`config.mk`:
```
export PLATFORM = sky130hd
export DESIGN_NAME = color_mapper
export DESIGN_NICKNAME = d
export VERILOG_FILES = /design/src/duck_hunt_pkg.sv /design/src/color_mapper.sv /design/src/hit_detector.sv /design/src/hud_overlay.sv /design/src/pixel_compositor.sv /design/src/trigger_tracker.sv
export VERILOG_INCLUDE_DIRS = /design/src /design/src/src
export SDC_FILE = /design/constraint.sdc
export NUM_CORES = 2
export LEC_CHECK = 0
export BUFFER_PORTS_ARGS = -buffer_cell sky130_fd_sc_hd__buf_2
export CAP_MARGIN = 20
export CORE_UTILIZATION = 68
export CTS_BUF_LIST = sky130_fd_sc_hd__clkbuf_16
export CTS_CLUSTER_SIZE = 30
export DETAILED_ROUTE_END_ITERATION = 10
export PLACE_DENSITY = 0.85
export SYNTH_ARGS = -nofsm -noshare
export SYNTH_HDL_FRONTEND = slang
export SYNTH_SLANG_ARGS = --single-unit
```
`constraint.sdc`:
```
create_clock -name vga_clk -period 1.9 [get_ports vga_clk]
set_input_delay 0.475 -clock vga_clk [delete_from_list [all_inputs] [get_ports vga_clk]]
set_output_delay 0.475 -clock vga_clk [all_outputs]
set_load 0.02 [all_outputs]
```
`src/duck_hunt_macros.svh`:
```
`ifndef DUCK_HUNT_MACROS_SVH
`define DUCK_HUNT_MACROS_SVH

// ------------------------------
// datapath widths
`define COORD_W            10
`define COLOR_W            4
`define HOLD_CNT_W         20       // trigger hold counter

// ------------------------------
// trigger and shot flash
`define SHOT_FLASH_CYCLES  1000
`define MAX_SHOTS          3
`define FLASH_HALF         25       // box side is 2*25+1
`define BTN_LEFT           8'd1
`define BTN_RIGHT          8'd2

// start button on the main menu, bounds inclusive
`define MENU_BTN_X0        200
`define MENU_BTN_X1        300
`define MENU_BTN_Y0        250
`define MENU_BTN_Y1        300

// duck hit box, relative to duck position
`define HIT_MARGIN_LO      18
`define HIT_MARGIN_HI      83

// ------------------------------
// shots-left squares
`define SQ_Y0              418
`define SQ_Y1              430
`define SQ1_X0             68
`define SQ2_X0             85
`define SQ3_X0             102
`define SQ_W               9

// tally row of discs
`define TALLY_X0           228
`define TALLY_Y            424
`define TALLY_PITCH        22
`define TALLY_R2           36       // radius 6, squared
`define TALLY_BAND_X0      200
`define TALLY_BAND_X1      433
`define TALLY_BAND_Y0      417
`define TALLY_BAND_Y1      431
`define NUM_DUCKS          10

// colours as {r,g,b}
`define COL_WHITE          12'hFFF
`define COL_SHOT           12'hAAA
`define COL_HIT            12'hD00
`define COL_BG             12'hBBB

`endif

```
`src/duck_hunt_pkg.sv`:
```
`default_nettype none
`include "duck_hunt_macros.svh"

package duck_hunt_pkg;

	// ------------------------------
	// raster and pointer
	typedef struct packed {
		logic [`COORD_W-1:0] draw_x;
		logic [`COORD_W-1:0] draw_y;
		logic                visible;   // low while blanking
	} beam_t;

	typedef struct packed {
		logic [`COORD_W-1:0] x;
		logic [`COORD_W-1:0] y;
		logic [`COORD_W-1:0] size;      // diamond half diagonal
	} cursor_t;

	// duck can sit partly off screen
	typedef struct packed {
		logic signed [`COORD_W:0] x;
		logic signed [`COORD_W:0] y;
	} duck_pos_t;

	// ------------------------------
	// game state from the game FSM
	typedef struct packed {
		logic in_game;
		logic kill_pending;             // clears the bullet count
		logic shoot_enable;
		logic out_of_shots;
	} game_flags_t;

	typedef struct packed {
		logic [`COLOR_W-1:0] red;
		logic [`COLOR_W-1:0] green;
		logic [`COLOR_W-1:0] blue;
	} rgb_t;

	// colour of one tally disc
	typedef enum logic [1:0] {
		TALLY_NONE = 2'd0,
		TALLY_MISS = 2'd1,              // white
		TALLY_HIT  = 2'd2               // red
	} tally_mark_e;

endpackage

`default_nettype wire

```
`src/color_mapper.sv`:
```
`default_nettype none
`include "duck_hunt_macros.svh"

module color_mapper (
	input  wire logic                       vga_clk,
	input  wire logic                       Reset,
	input  wire duck_hunt_pkg::beam_t       beam,
	input  wire duck_hunt_pkg::cursor_t     cursor,
	input  wire logic [7:0]                 mouse_buttons,
	input  wire duck_hunt_pkg::duck_pos_t   duck,
	input  wire logic [`NUM_DUCKS-1:0]      duck_killed,
	input  wire duck_hunt_pkg::game_flags_t flags,
	output duck_hunt_pkg::rgb_t             pixel,
	output logic [1:0]                      count,
	output logic [9:0]                      ledr,
	output logic                            start_game_signal,
	output logic                            duck_kill_signal
);

	logic                       shot_on;
	logic                       square_on;
	duck_hunt_pkg::tally_mark_e tally;

	// ------------------------------
	// trigger, flash and bullets
	trigger_tracker i_trigger_tracker (
		.vga_clk       (vga_clk),
		.Reset         (Reset),
		.mouse_buttons (mouse_buttons),
		.shoot_enable  (flags.shoot_enable),
		.kill_pending  (flags.kill_pending),
		.out_of_shots  (flags.out_of_shots),
		.shot_on       (shot_on),
		.count         (count),
		.ledr          (ledr)
	);

	hit_detector i_hit_detector (
		.vga_clk           (vga_clk),
		.Reset             (Reset),
		.cursor            (cursor),
		.duck              (duck),
		.mouse_buttons     (mouse_buttons),
		.in_game           (flags.in_game),
		.shot_on           (shot_on),
		.start_game_signal (start_game_signal),
		.duck_kill_signal  (duck_kill_signal)
	);

	// ------------------------------
	// drawing
	hud_overlay i_hud_overlay (
		.beam        (beam),
		.count       (count),
		.duck_killed (duck_killed),
		.in_game     (flags.in_game),
		.square_on   (square_on),
		.tally       (tally)
	);

	pixel_compositor i_pixel_compositor (
		.vga_clk   (vga_clk),
		.Reset     (Reset),
		.beam      (beam),
		.cursor    (cursor),
		.shot_on   (shot_on),
		.square_on (square_on),
		.tally     (tally),
		.pixel     (pixel)
	);

endmodule

`default_nettype wire

```
`src/hit_detector.sv`:
```
`default_nettype none
`include "duck_hunt_macros.svh"

module hit_detector (
	input  wire logic                     vga_clk,
	input  wire logic                     Reset,
	input  wire duck_hunt_pkg::cursor_t   cursor,
	input  wire duck_hunt_pkg::duck_pos_t duck,
	input  wire logic [7:0]               mouse_buttons,
	input  wire logic                     in_game,
	input  wire logic                     shot_on,
	output logic                          start_game_signal,
	output logic                          duck_kill_signal
);

	logic               in_button;
	logic signed [11:0] cur_x;
	logic signed [11:0] cur_y;
	logic signed [11:0] duck_x;
	logic signed [11:0] duck_y;
	logic               in_box;

	// ------------------------------
	// main menu start click
	assign in_button = (cursor.x >= `MENU_BTN_X0) && (cursor.x <= `MENU_BTN_X1) &&
		(cursor.y >= `MENU_BTN_Y0) && (cursor.y <= `MENU_BTN_Y1);

	assign start_game_signal = in_button && (mouse_buttons == `BTN_LEFT) && !in_game;

	// ------------------------------
	// duck hit box, signed so negative duck positions work
	assign cur_x  = $signed({2'b00, cursor.x});
	assign cur_y  = $signed({2'b00, cursor.y});
	assign duck_x = duck.x;   // sign extended
	assign duck_y = duck.y;

	assign in_box = (cur_x > duck_x - 12'(`HIT_MARGIN_LO)) &&
		(cur_x < duck_x + 12'(`HIT_MARGIN_HI)) &&
		(cur_y > duck_y - 12'(`HIT_MARGIN_LO)) &&
		(cur_y < duck_y + 12'(`HIT_MARGIN_HI));

	always_ff @(posedge vga_clk or posedge Reset)
	begin
		if (Reset)
			duck_kill_signal <= 1'b0;
		else
			duck_kill_signal <= shot_on && in_box;
	end

endmodule

`default_nettype wire

```
`src/hud_overlay.sv`:
```
`default_nettype none
`include "duck_hunt_macros.svh"

module hud_overlay (
	input  wire duck_hunt_pkg::beam_t   beam,
	input  wire logic [1:0]             count,
	input  wire logic [`NUM_DUCKS-1:0]  duck_killed,
	input  wire logic                   in_game,
	output logic                        square_on,
	output duck_hunt_pkg::tally_mark_e  tally
);

	logic sq1_on;
	logic sq2_on;
	logic sq3_on;
	logic in_band;

	// one shots-left square, left edge x0
	function automatic logic in_square(
		input logic [`COORD_W-1:0] x,
		input logic [`COORD_W-1:0] y,
		input int                  x0
	);
		return (int'(x) >= x0) && (int'(x) < x0 + `SQ_W) &&
			(y >= `SQ_Y0) && (y <= `SQ_Y1);
	endfunction

	// ------------------------------
	// shots left, right square goes first
	assign sq1_on = in_square(beam.draw_x, beam.draw_y, `SQ1_X0) && (count <= 2'd2);
	assign sq2_on = in_square(beam.draw_x, beam.draw_y, `SQ2_X0) && (count <= 2'd1);
	assign sq3_on = in_square(beam.draw_x, beam.draw_y, `SQ3_X0) && (count == 2'd0);

	assign square_on = in_game && (sq1_on || sq2_on || sq3_on);

	// ------------------------------
	// tally row
	assign in_band = (beam.draw_x >= `TALLY_BAND_X0) && (beam.draw_x <= `TALLY_BAND_X1) &&
		(beam.draw_y >= `TALLY_BAND_Y0) && (beam.draw_y <= `TALLY_BAND_Y1);

	always_comb
	begin : tally_proc
		int dx;
		int dy;

		tally = duck_hunt_pkg::TALLY_NONE;
		dx    = 0;
		dy    = int'(beam.draw_y) - `TALLY_Y;   // same row for every disc

		if (in_game && in_band)
		begin
			for (int i = 0; i < `NUM_DUCKS; i++)
			begin
				dx = int'(beam.draw_x) - (`TALLY_X0 + i * `TALLY_PITCH);
				// discs never overlap so at most one matches
				if (dx * dx + dy * dy <= `TALLY_R2)
				begin
					if (duck_killed[i])
						tally = duck_hunt_pkg::TALLY_HIT;
					else
						tally = duck_hunt_pkg::TALLY_MISS;
				end
			end
		end
	end

endmodule

`default_nettype wire

```
`src/pixel_compositor.sv`:
```
`default_nettype none
`include "duck_hunt_macros.svh"

module pixel_compositor (
	input  wire logic                       vga_clk,
	input  wire logic                       Reset,
	input  wire duck_hunt_pkg::beam_t       beam,
	input  wire duck_hunt_pkg::cursor_t     cursor,
	input  wire logic                       shot_on,
	input  wire logic                       square_on,
	input  wire duck_hunt_pkg::tally_mark_e tally,
	output duck_hunt_pkg::rgb_t             pixel
);

	int                  dist_x;
	int                  dist_y;
	int                  abs_x;
	int                  abs_y;
	logic                cursor_on;
	logic                flash_box;
	duck_hunt_pkg::rgb_t pixel_next;

	// ------------------------------
	// distance from cursor centre
	assign dist_x = int'(beam.draw_x) - int'(cursor.x);
	assign dist_y = int'(beam.draw_y) - int'(cursor.y);
	assign abs_x  = (dist_x < 0) ? -dist_x : dist_x;
	assign abs_y  = (dist_y < 0) ? -dist_y : dist_y;

	assign cursor_on = (abs_x + abs_y) <= int'(cursor.size);   // diamond
	assign flash_box = (abs_x <= `FLASH_HALF) && (abs_y <= `FLASH_HALF);

	// ------------------------------
	// priority select
	always_comb
	begin
		if (!beam.visible)
			pixel_next = '0;
		else if (shot_on)
		begin
			// light-gun frame, only the target area is bright
			if (flash_box)
				pixel_next = duck_hunt_pkg::rgb_t'(`COL_WHITE);
			else
				pixel_next = '0;
		end
		else if (cursor_on)
			pixel_next = duck_hunt_pkg::rgb_t'(`COL_WHITE);
		else if (square_on)
			pixel_next = duck_hunt_pkg::rgb_t'(`COL_SHOT);
		else if (tally == duck_hunt_pkg::TALLY_HIT)
			pixel_next = duck_hunt_pkg::rgb_t'(`COL_HIT);
		else if (tally == duck_hunt_pkg::TALLY_MISS)
			pixel_next = duck_hunt_pkg::rgb_t'(`COL_WHITE);
		else
			pixel_next = duck_hunt_pkg::rgb_t'(`COL_BG);   // flat sky
	end

	always_ff @(posedge vga_clk or posedge Reset)
	begin
		if (Reset)
			pixel <= '0;
		else
			pixel <= pixel_next;
	end

	// blanking must reach the DAC one cycle later
	a_blank_black: assert property (@(posedge vga_clk) disable iff (Reset)
		!beam.visible |=> (pixel == '0))
		else $error("pixel not black after blanking");

endmodule

`default_nettype wire

```
`src/trigger_tracker.sv`:
```
`default_nettype none
`include "duck_hunt_macros.svh"

module trigger_tracker (
	input  wire logic       vga_clk,
	input  wire logic       Reset,
	input  wire logic [7:0] mouse_buttons,
	input  wire logic       shoot_enable,
	input  wire logic       kill_pending,
	input  wire logic       out_of_shots,
	output logic            shot_on,
	output logic [1:0]      count,
	output logic [9:0]      ledr
);

	logic                   trigger;     // right button held
	logic                   press;       // registered trigger
	logic                   press_d;
	logic                   shot_latch;  // flash timed out, held until release
	logic [`HOLD_CNT_W-1:0] hold_cnt;
	logic                   count_step;

	assign trigger    = (mouse_buttons == `BTN_RIGHT);
	assign count_step = press & ~press_d;  // first cycle of a press

	// ------------------------------
	// shot flash and bullet count
	always_ff @(posedge vga_clk or posedge Reset)
	begin
		if (Reset)
		begin
			press      <= 1'b0;
			press_d    <= 1'b0;
			shot_latch <= 1'b0;
			shot_on    <= 1'b0;
			hold_cnt   <= '0;
			count      <= 2'd0;
		end
		else
		begin
			press_d <= press;

			if (trigger)
			begin
				press    <= 1'b1;
				hold_cnt <= hold_cnt + 1'b1;
				if (!shot_latch)
					shot_on <= 1'b1;
				// flash long enough, end it until the trigger is let go
				if (hold_cnt > `HOLD_CNT_W'(`SHOT_FLASH_CYCLES) && !shot_latch)
				begin
					shot_on    <= 1'b0;
					hold_cnt   <= '0;
					shot_latch <= 1'b1;
				end
			end
			else
			begin
				press      <= 1'b0;
				hold_cnt   <= '0;
				shot_latch <= 1'b0;
				shot_on    <= 1'b0;
			end

			// spent bullets
			if (count_step && count < 2'(`MAX_SHOTS) && shoot_enable)
			begin
				count      <= count + 2'd1;
				shot_latch <= 1'b0;   // new bullet rearms the flash
			end
			else if (kill_pending || out_of_shots)
				count <= 2'd0;        // round over, reload
		end
	end

	// debug word for the board LEDs
	assign ledr = {shot_on, shot_latch, hold_cnt[7:0]};

	// ------------------------------
	// checks
	// full magazine stays full until the round is cleared
	a_count_max: assert property (@(posedge vga_clk) disable iff (Reset)
		(count == 2'(`MAX_SHOTS)) && !kill_pending && !out_of_shots
		|=> (count == 2'(`MAX_SHOTS)))
		else $error("bullet count wrapped past the limit");

	a_shot_needs_press: assert property (@(posedge vga_clk) disable iff (Reset)
		shot_on |-> $past(trigger))
		else $error("shot flash without a trigger press");

endmodule

`default_nettype wire

```
; Word level (Yosys, flattened, before mapping)
; Cells that the tools add are included.
[word_totals]
regBits = 39
out_inout_bits = 26
[classes]
add_sub_neg = 32
n_mul = 11
n_lt_le_gt_ge = 39
eq_ne = 6
muxes = 41
bitwise_logic = 2
reduce_logical = 37
[op_table]
columns = operator, n
row1 = 32-bit adder, 11
row2 = 32-bit by 32-bit multiplier with 32-bit output, 11
row3 = 32-bit by 7-bit <= comparator with 1-bit output (second input constant), 10
row4 = 10-bit by 9-bit subtractor with 11-bit output (second input constant), 9
row5 = 12-bit 2-to-1 mux, 6
row6 = 32-bit by 6-bit <= comparator with 1-bit output (second input constant), 2
row7 = 32-bit by 1-bit < comparator with 1-bit output (second input constant), 2
row8 = 32-bit 2-to-1 mux, 2
row9 = 32-bit negator, 2
row10 = 10-bit by 9-bit <= comparator with 1-bit output (second input constant), 5
row11 = 2-bit 2-to-1 mux, 23
row12 = 20-bit 2-to-1 mux, 2
row13 = 32-bit by 11-bit <= comparator with 1-bit output, 1
row14 = 10-bit by 7-bit greater-or-equal comparator with 1-bit output (second input constant), 3
row15 = 10-bit by 8-bit greater-or-equal comparator with 1-bit output (second input constant), 3
row16 = 1-bit logical AND, 30
row17 = 10-bit by 7-bit < comparator with 1-bit output (second input constant), 3
row18 = 11-bit by 8-bit adder with 12-bit output (second input constant), 2
row19 = 11-bit by 12-bit > comparator with 1-bit output, 2
row20 = 11-bit by 12-bit < comparator with 1-bit output, 2
row21 = 11-bit by 6-bit subtractor with 12-bit output (second input constant), 2
row22 = 10-bit by 10-bit subtractor with 11-bit output, 2
row23 = 10-bit by 8-bit subtractor with 11-bit output (second input constant), 2
row24 = 20-bit by 1-bit adder with 20-bit output (second input constant), 1
row25 = other kinds (19), 30

; Longest topological paths before layout
[depth]
word_depth = 22
mapped_depth = 57
ltp_nobuf = 55

; By module
; From an unflattened synthesis, not the netlist that was laid out.
[unflattened]
hier_cells = 7462
hier_area_um2 = 64793.4
[modules_own_cells]
columns = module, n_inst, cells_each, area_per_inst_um2
row1 = hud_overlay, 1, 6654, 58352.2
row2 = pixel_compositor, 1, 434, 3273.1
row3 = hit_detector, 1, 227, 1716.6
row4 = trigger_tracker, 1, 147, 1451.4

; Least setup slack after synthesis
; OpenSTA, ideal clock, no wires.
[synth_timing]
path_kind = input to register
from = input beam[4] in the netlist's numbering
to = register i_pixel_compositor.pixel[10] (netlist name)
arrival_time_ns = 13.794
path_slack_ns = -12.012
path_stages = 53
path_buffers = 3
path_cell_list = clkbuf_1 > inv_1 > ha_1 > nor2b_1 > o21ai_0 > xor2_1 > inv_1 > nor2_1 > inv_1 > fa_1 > inv_1 > fa_1 > fa_1 > fa_1 > inv_1 > fa_1 > inv_1 > ha_1 > (+17 left out) > ha_1 > buf_2 > and4_1 > clkbuf_1 > a221oi_1 > mux2i_1 > nand2_1 > or4_1 > nor4_1 > or4b_1 > or4_4 > o41ai_4 > a31o_1 > a31oi_1 > or3_1 > ha_1 > a31oi_1 > o21a_1
[synth_lines]
columns = element, line
row1 = from (decl), color_mapper.sv:7  ; input wire duck_hunt_pkg::beam_t beam,

==> run_results.csv <==
group,metric,value,unit
outcome,status,"finished, violations left",
outcome,failed_checks,"negative setup slack",
synth,synthCells,9446,
grt,grt_pass1_wl,461400,um
sta,rsz0062_at_grt,"yes",
placement,pre_cts_ws,-11.73,ns
final_layout,final_util,88.03,%
floorplan,initial_core_util,68.88,%
critical_path,path_max_fanout,4,
floorplan,fp.dieArea,121500,um2
sta,min_period,13.06,ns
synth,synth_area_per_cell,8.645,um2
job,drv_cap,0,
sta,fin_ws,-11.16,ns
critical_path,slowest_delay,0.53,ns
floorplan,core-area,118600,um2
clock_network,cts_buffers,5,
clock_network,cts_tree,"yes",
detailed_routing,viasPerCell,5.970,
sta,finalCritPeriodShare,687.3,%
sta,setup_viol,8,
critical_path,critPathLaunchType,"input pin",
grt,grt_use_total,49.50,%
detailed_routing,met3WireLength,36060,um
sta,finClkSkew,0.01372,ns
final_layout,layout-drive-gt1-share,24.11,%
sta,tightest_slew,1.048,ns
final_layout,final_cells,13340,
detailed_routing,vias,79600,
detailed_routing,final_antenna_net_count,0,
critical_path,crit_slowest_cell,"fa_1",
sta,drv_slew,0,
synth,yosysTopAreaCell,"fa_1",
critical_path,cp.required,2.09,ns
sta,slew_headroom,29.60,%
floorplan,fp.dieH,348.5,um
floorplan,row_count,126,
grt,grt_max_degree,46,
sta,fmax,76.58,MHz
final_layout,nNetsFinal,14580,
detailed_routing,drt_iter0_markers,8557,
critical_path,arrival,13.25,ns
critical_path,ff2ff_path_depth,11,
critical_path,critPathCaptureType,"flip-flop",
final_layout,area_delta_synth_final,27.80,%
clock_network,clkTransAtPathRegs,0.08,ns
detailed_routing,dr.pass1.iters,8,
detailed_routing,top_layer,"met5",
hold_path,hp-class,"in -> async",
synth,syn_area,81660,um2
detailed_routing,drt-met1-wl,97350,um
clock_network,cts_buffer_depth,2,
synth,synth_seq_cells,33,
clock_network,holdBufCountCts,0,
critical_path,crit_family,"adder cells",
placement,port_buffers,122,
sta,whs,0.2716,ns
synth,synth.area.top_cells,"fa_1 43%, ha_1 16%, inv_1 13%",
clock_network,cts-htree-levels,2,
synth,synth_top_area_share,42.75,%
synth,synth_edf_count,0,
critical_path,cp_num_buf_inv,19,
synth,ys_warn_count,0,
synth,yosysSeqAreaShare,1.011,%
clock_network,clk_latency,0.31,ns
grt,grt_overflow_total,0,
synth,synth_cell_types,102,
clock_network,clock_tree.root_cell,"clkbuf_16",
critical_path,cp.depth,58,
detailed_routing,wire_per_inst,22.64,um
floorplan,die_w,348.5,um
placement,place_inst,13250,
sta,finalHoldViolCount,0,
critical_path,crit_type,"in -> reg",
placement,hpwlAfterDp,255400,um
detailed_routing,wl_met2,135100,um
synth,ys.flop_type,"dfrtp_1",
placement,globalplace.congestion,1.041,
synth,async_flop_share,100.0,%
detailed_routing,totalWireLength,301900,um
grt,grt_pass1_vias,86630,
grt,antenna_found_initial,15,
clock_network,clock_sinks,33,
detailed_routing,drc,0,
floorplan,ios,123,
[synth_stat cells (58+ instances only)]
| cell | instances |
|---|---|
| a211oi_1 | 65 |
| a21o_1 | 122 |
| a21oi_1 | 308 |
| a31oi_1 | 58 |
| clkbuf_1 | 155 |
| fa_1 | 1744 |
| ha_1 | 1020 |
| inv_1 | 2791 |
| nand2_1 | 605 |
| nand2b_1 | 120 |
| nand3_1 | 89 |
| nor2_1 | 526 |
| nor2b_1 | 90 |
| nor3_1 | 95 |
| o21a_1 | 76 |
| o21ai_0 | 233 |
| xnor2_1 | 241 |
| xor2_1 | 133 |
[registers in the layout (all words and copies together) (netlist names)]
register / cells
i_trigger_tracker.count: 2
i_trigger_tracker.hold_cnt: 20
i_trigger_tracker.shot_latch: 1
i_trigger_tracker.press_d: 1
i_hit_detector.duck_kill_signal: 1
i_trigger_tracker.shot_on: 1
i_trigger_tracker.press: 1
i_pixel_compositor.pixel: 6
[kinds of logic after synthesis]
kind of cell	synth area share, %
other	0.004592
xor gates and xnor gates	4.031
adders and majority gates	58.38
buffers and inverters	13.91
and+or+nand+nor	11.07
AOI/OAI and AO/OA	10.88
muxes	0.7079
DFF	1.011
[routing by layer]
metal,track usage [%],vias up
li1,-,33680
met2,77.77,5248
met4,42.30,20
met1,54.64,38450
met5,0.2001,-
met3,15.59,2199
[repair_timing]
item | 4_1_cts | 5_1_grt
resized for setup | 204 | 172
endpoints found under the hold margin | 0 | 0
buffers inserted | 27 | 36
pin swaps | 122 | 134
setup endpoints to repair | 29 | 31
[final timing paths]
check / from / slack, ns / to
setup / recovery: beam[4] / -11.16 / i_pixel_compositor.pixel[10]$_DFF_PP0_
hold / removal: Reset / 0.27 / i_hit_detector.duck_kill_signal$_DFF_PP0_
setup reg to reg: i_trigger_tracker.count[1]$_DFFE_PP0P_ / -0.33 / i_pixel_compositor.pixel[8]$_DFF_PP0_
hold reg to reg: i_trigger_tracker.press$_DFF_PP0_ / 0.43 / i_trigger_tracker.press_d$_DFF_PP0_
max in group asynchronous: Reset / 1.23 / i_trigger_tracker.hold_cnt[1]$_DFF_PP0_
min in group vga_clk: i_trigger_tracker.press$_DFF_PP0_ / 0.43 / i_trigger_tracker.press_d$_DFF_PP0_
[layout make-up]
class / instances / area (um2)
multi-input cells: 6437 / 71670
repair buffers: 2423 / 19040
fillers: 5874 / 14190
inverters: 2822 / 10650
well taps: 1600 / 2002
flip-flops and latches: 33 / 828.3
clock buffers: 5 / 125.1
diodes: 12 / 30.03
clock inverters: 3 / 17.52
[worst reg2reg max path: stages, from the launching register on]
cell,delay [ns]
dfrtp_1,0.41
inv_1,0.15
ha_1,0.19
o21ai_0,0.09
buf_4,0.18
nor3_1,0.20
o21ai_0,0.12
o211ai_1,0.10
buf_4,0.20
nand3_1,0.14
buf_4,0.17
o21a_1,0.18
[cell usage in the layout, fill, tap and decap left out, drive strengths merged, types with 76 or more instances in the layout]
cell type and instances:
nand2 605, o21a 76, buf 2423, xor2 133
nand2b 121, a21oi 309, fa 1744, nor2b 90
a21o 122, o21ai 258, nor2 526, ha 1020
nand3 89, inv 2793, nor3 95, xnor2 242
[per-stage QoR]
step / area [um2] / setup TNS, ns
6_report: 104400 / -52.05
5_1_grt: 104300 / -53.69
4_1_cts: 103200 / -49.54
3_5_place_dp: 101900 / -57.47
3_3_place_gp: 101900 / -54.23
2_1_floorplan: 82370 / -48.72
Power is left out: the tool's default activity adds up to more than one toggle a clock period on the data nets, which glitch-free logic cannot reach.
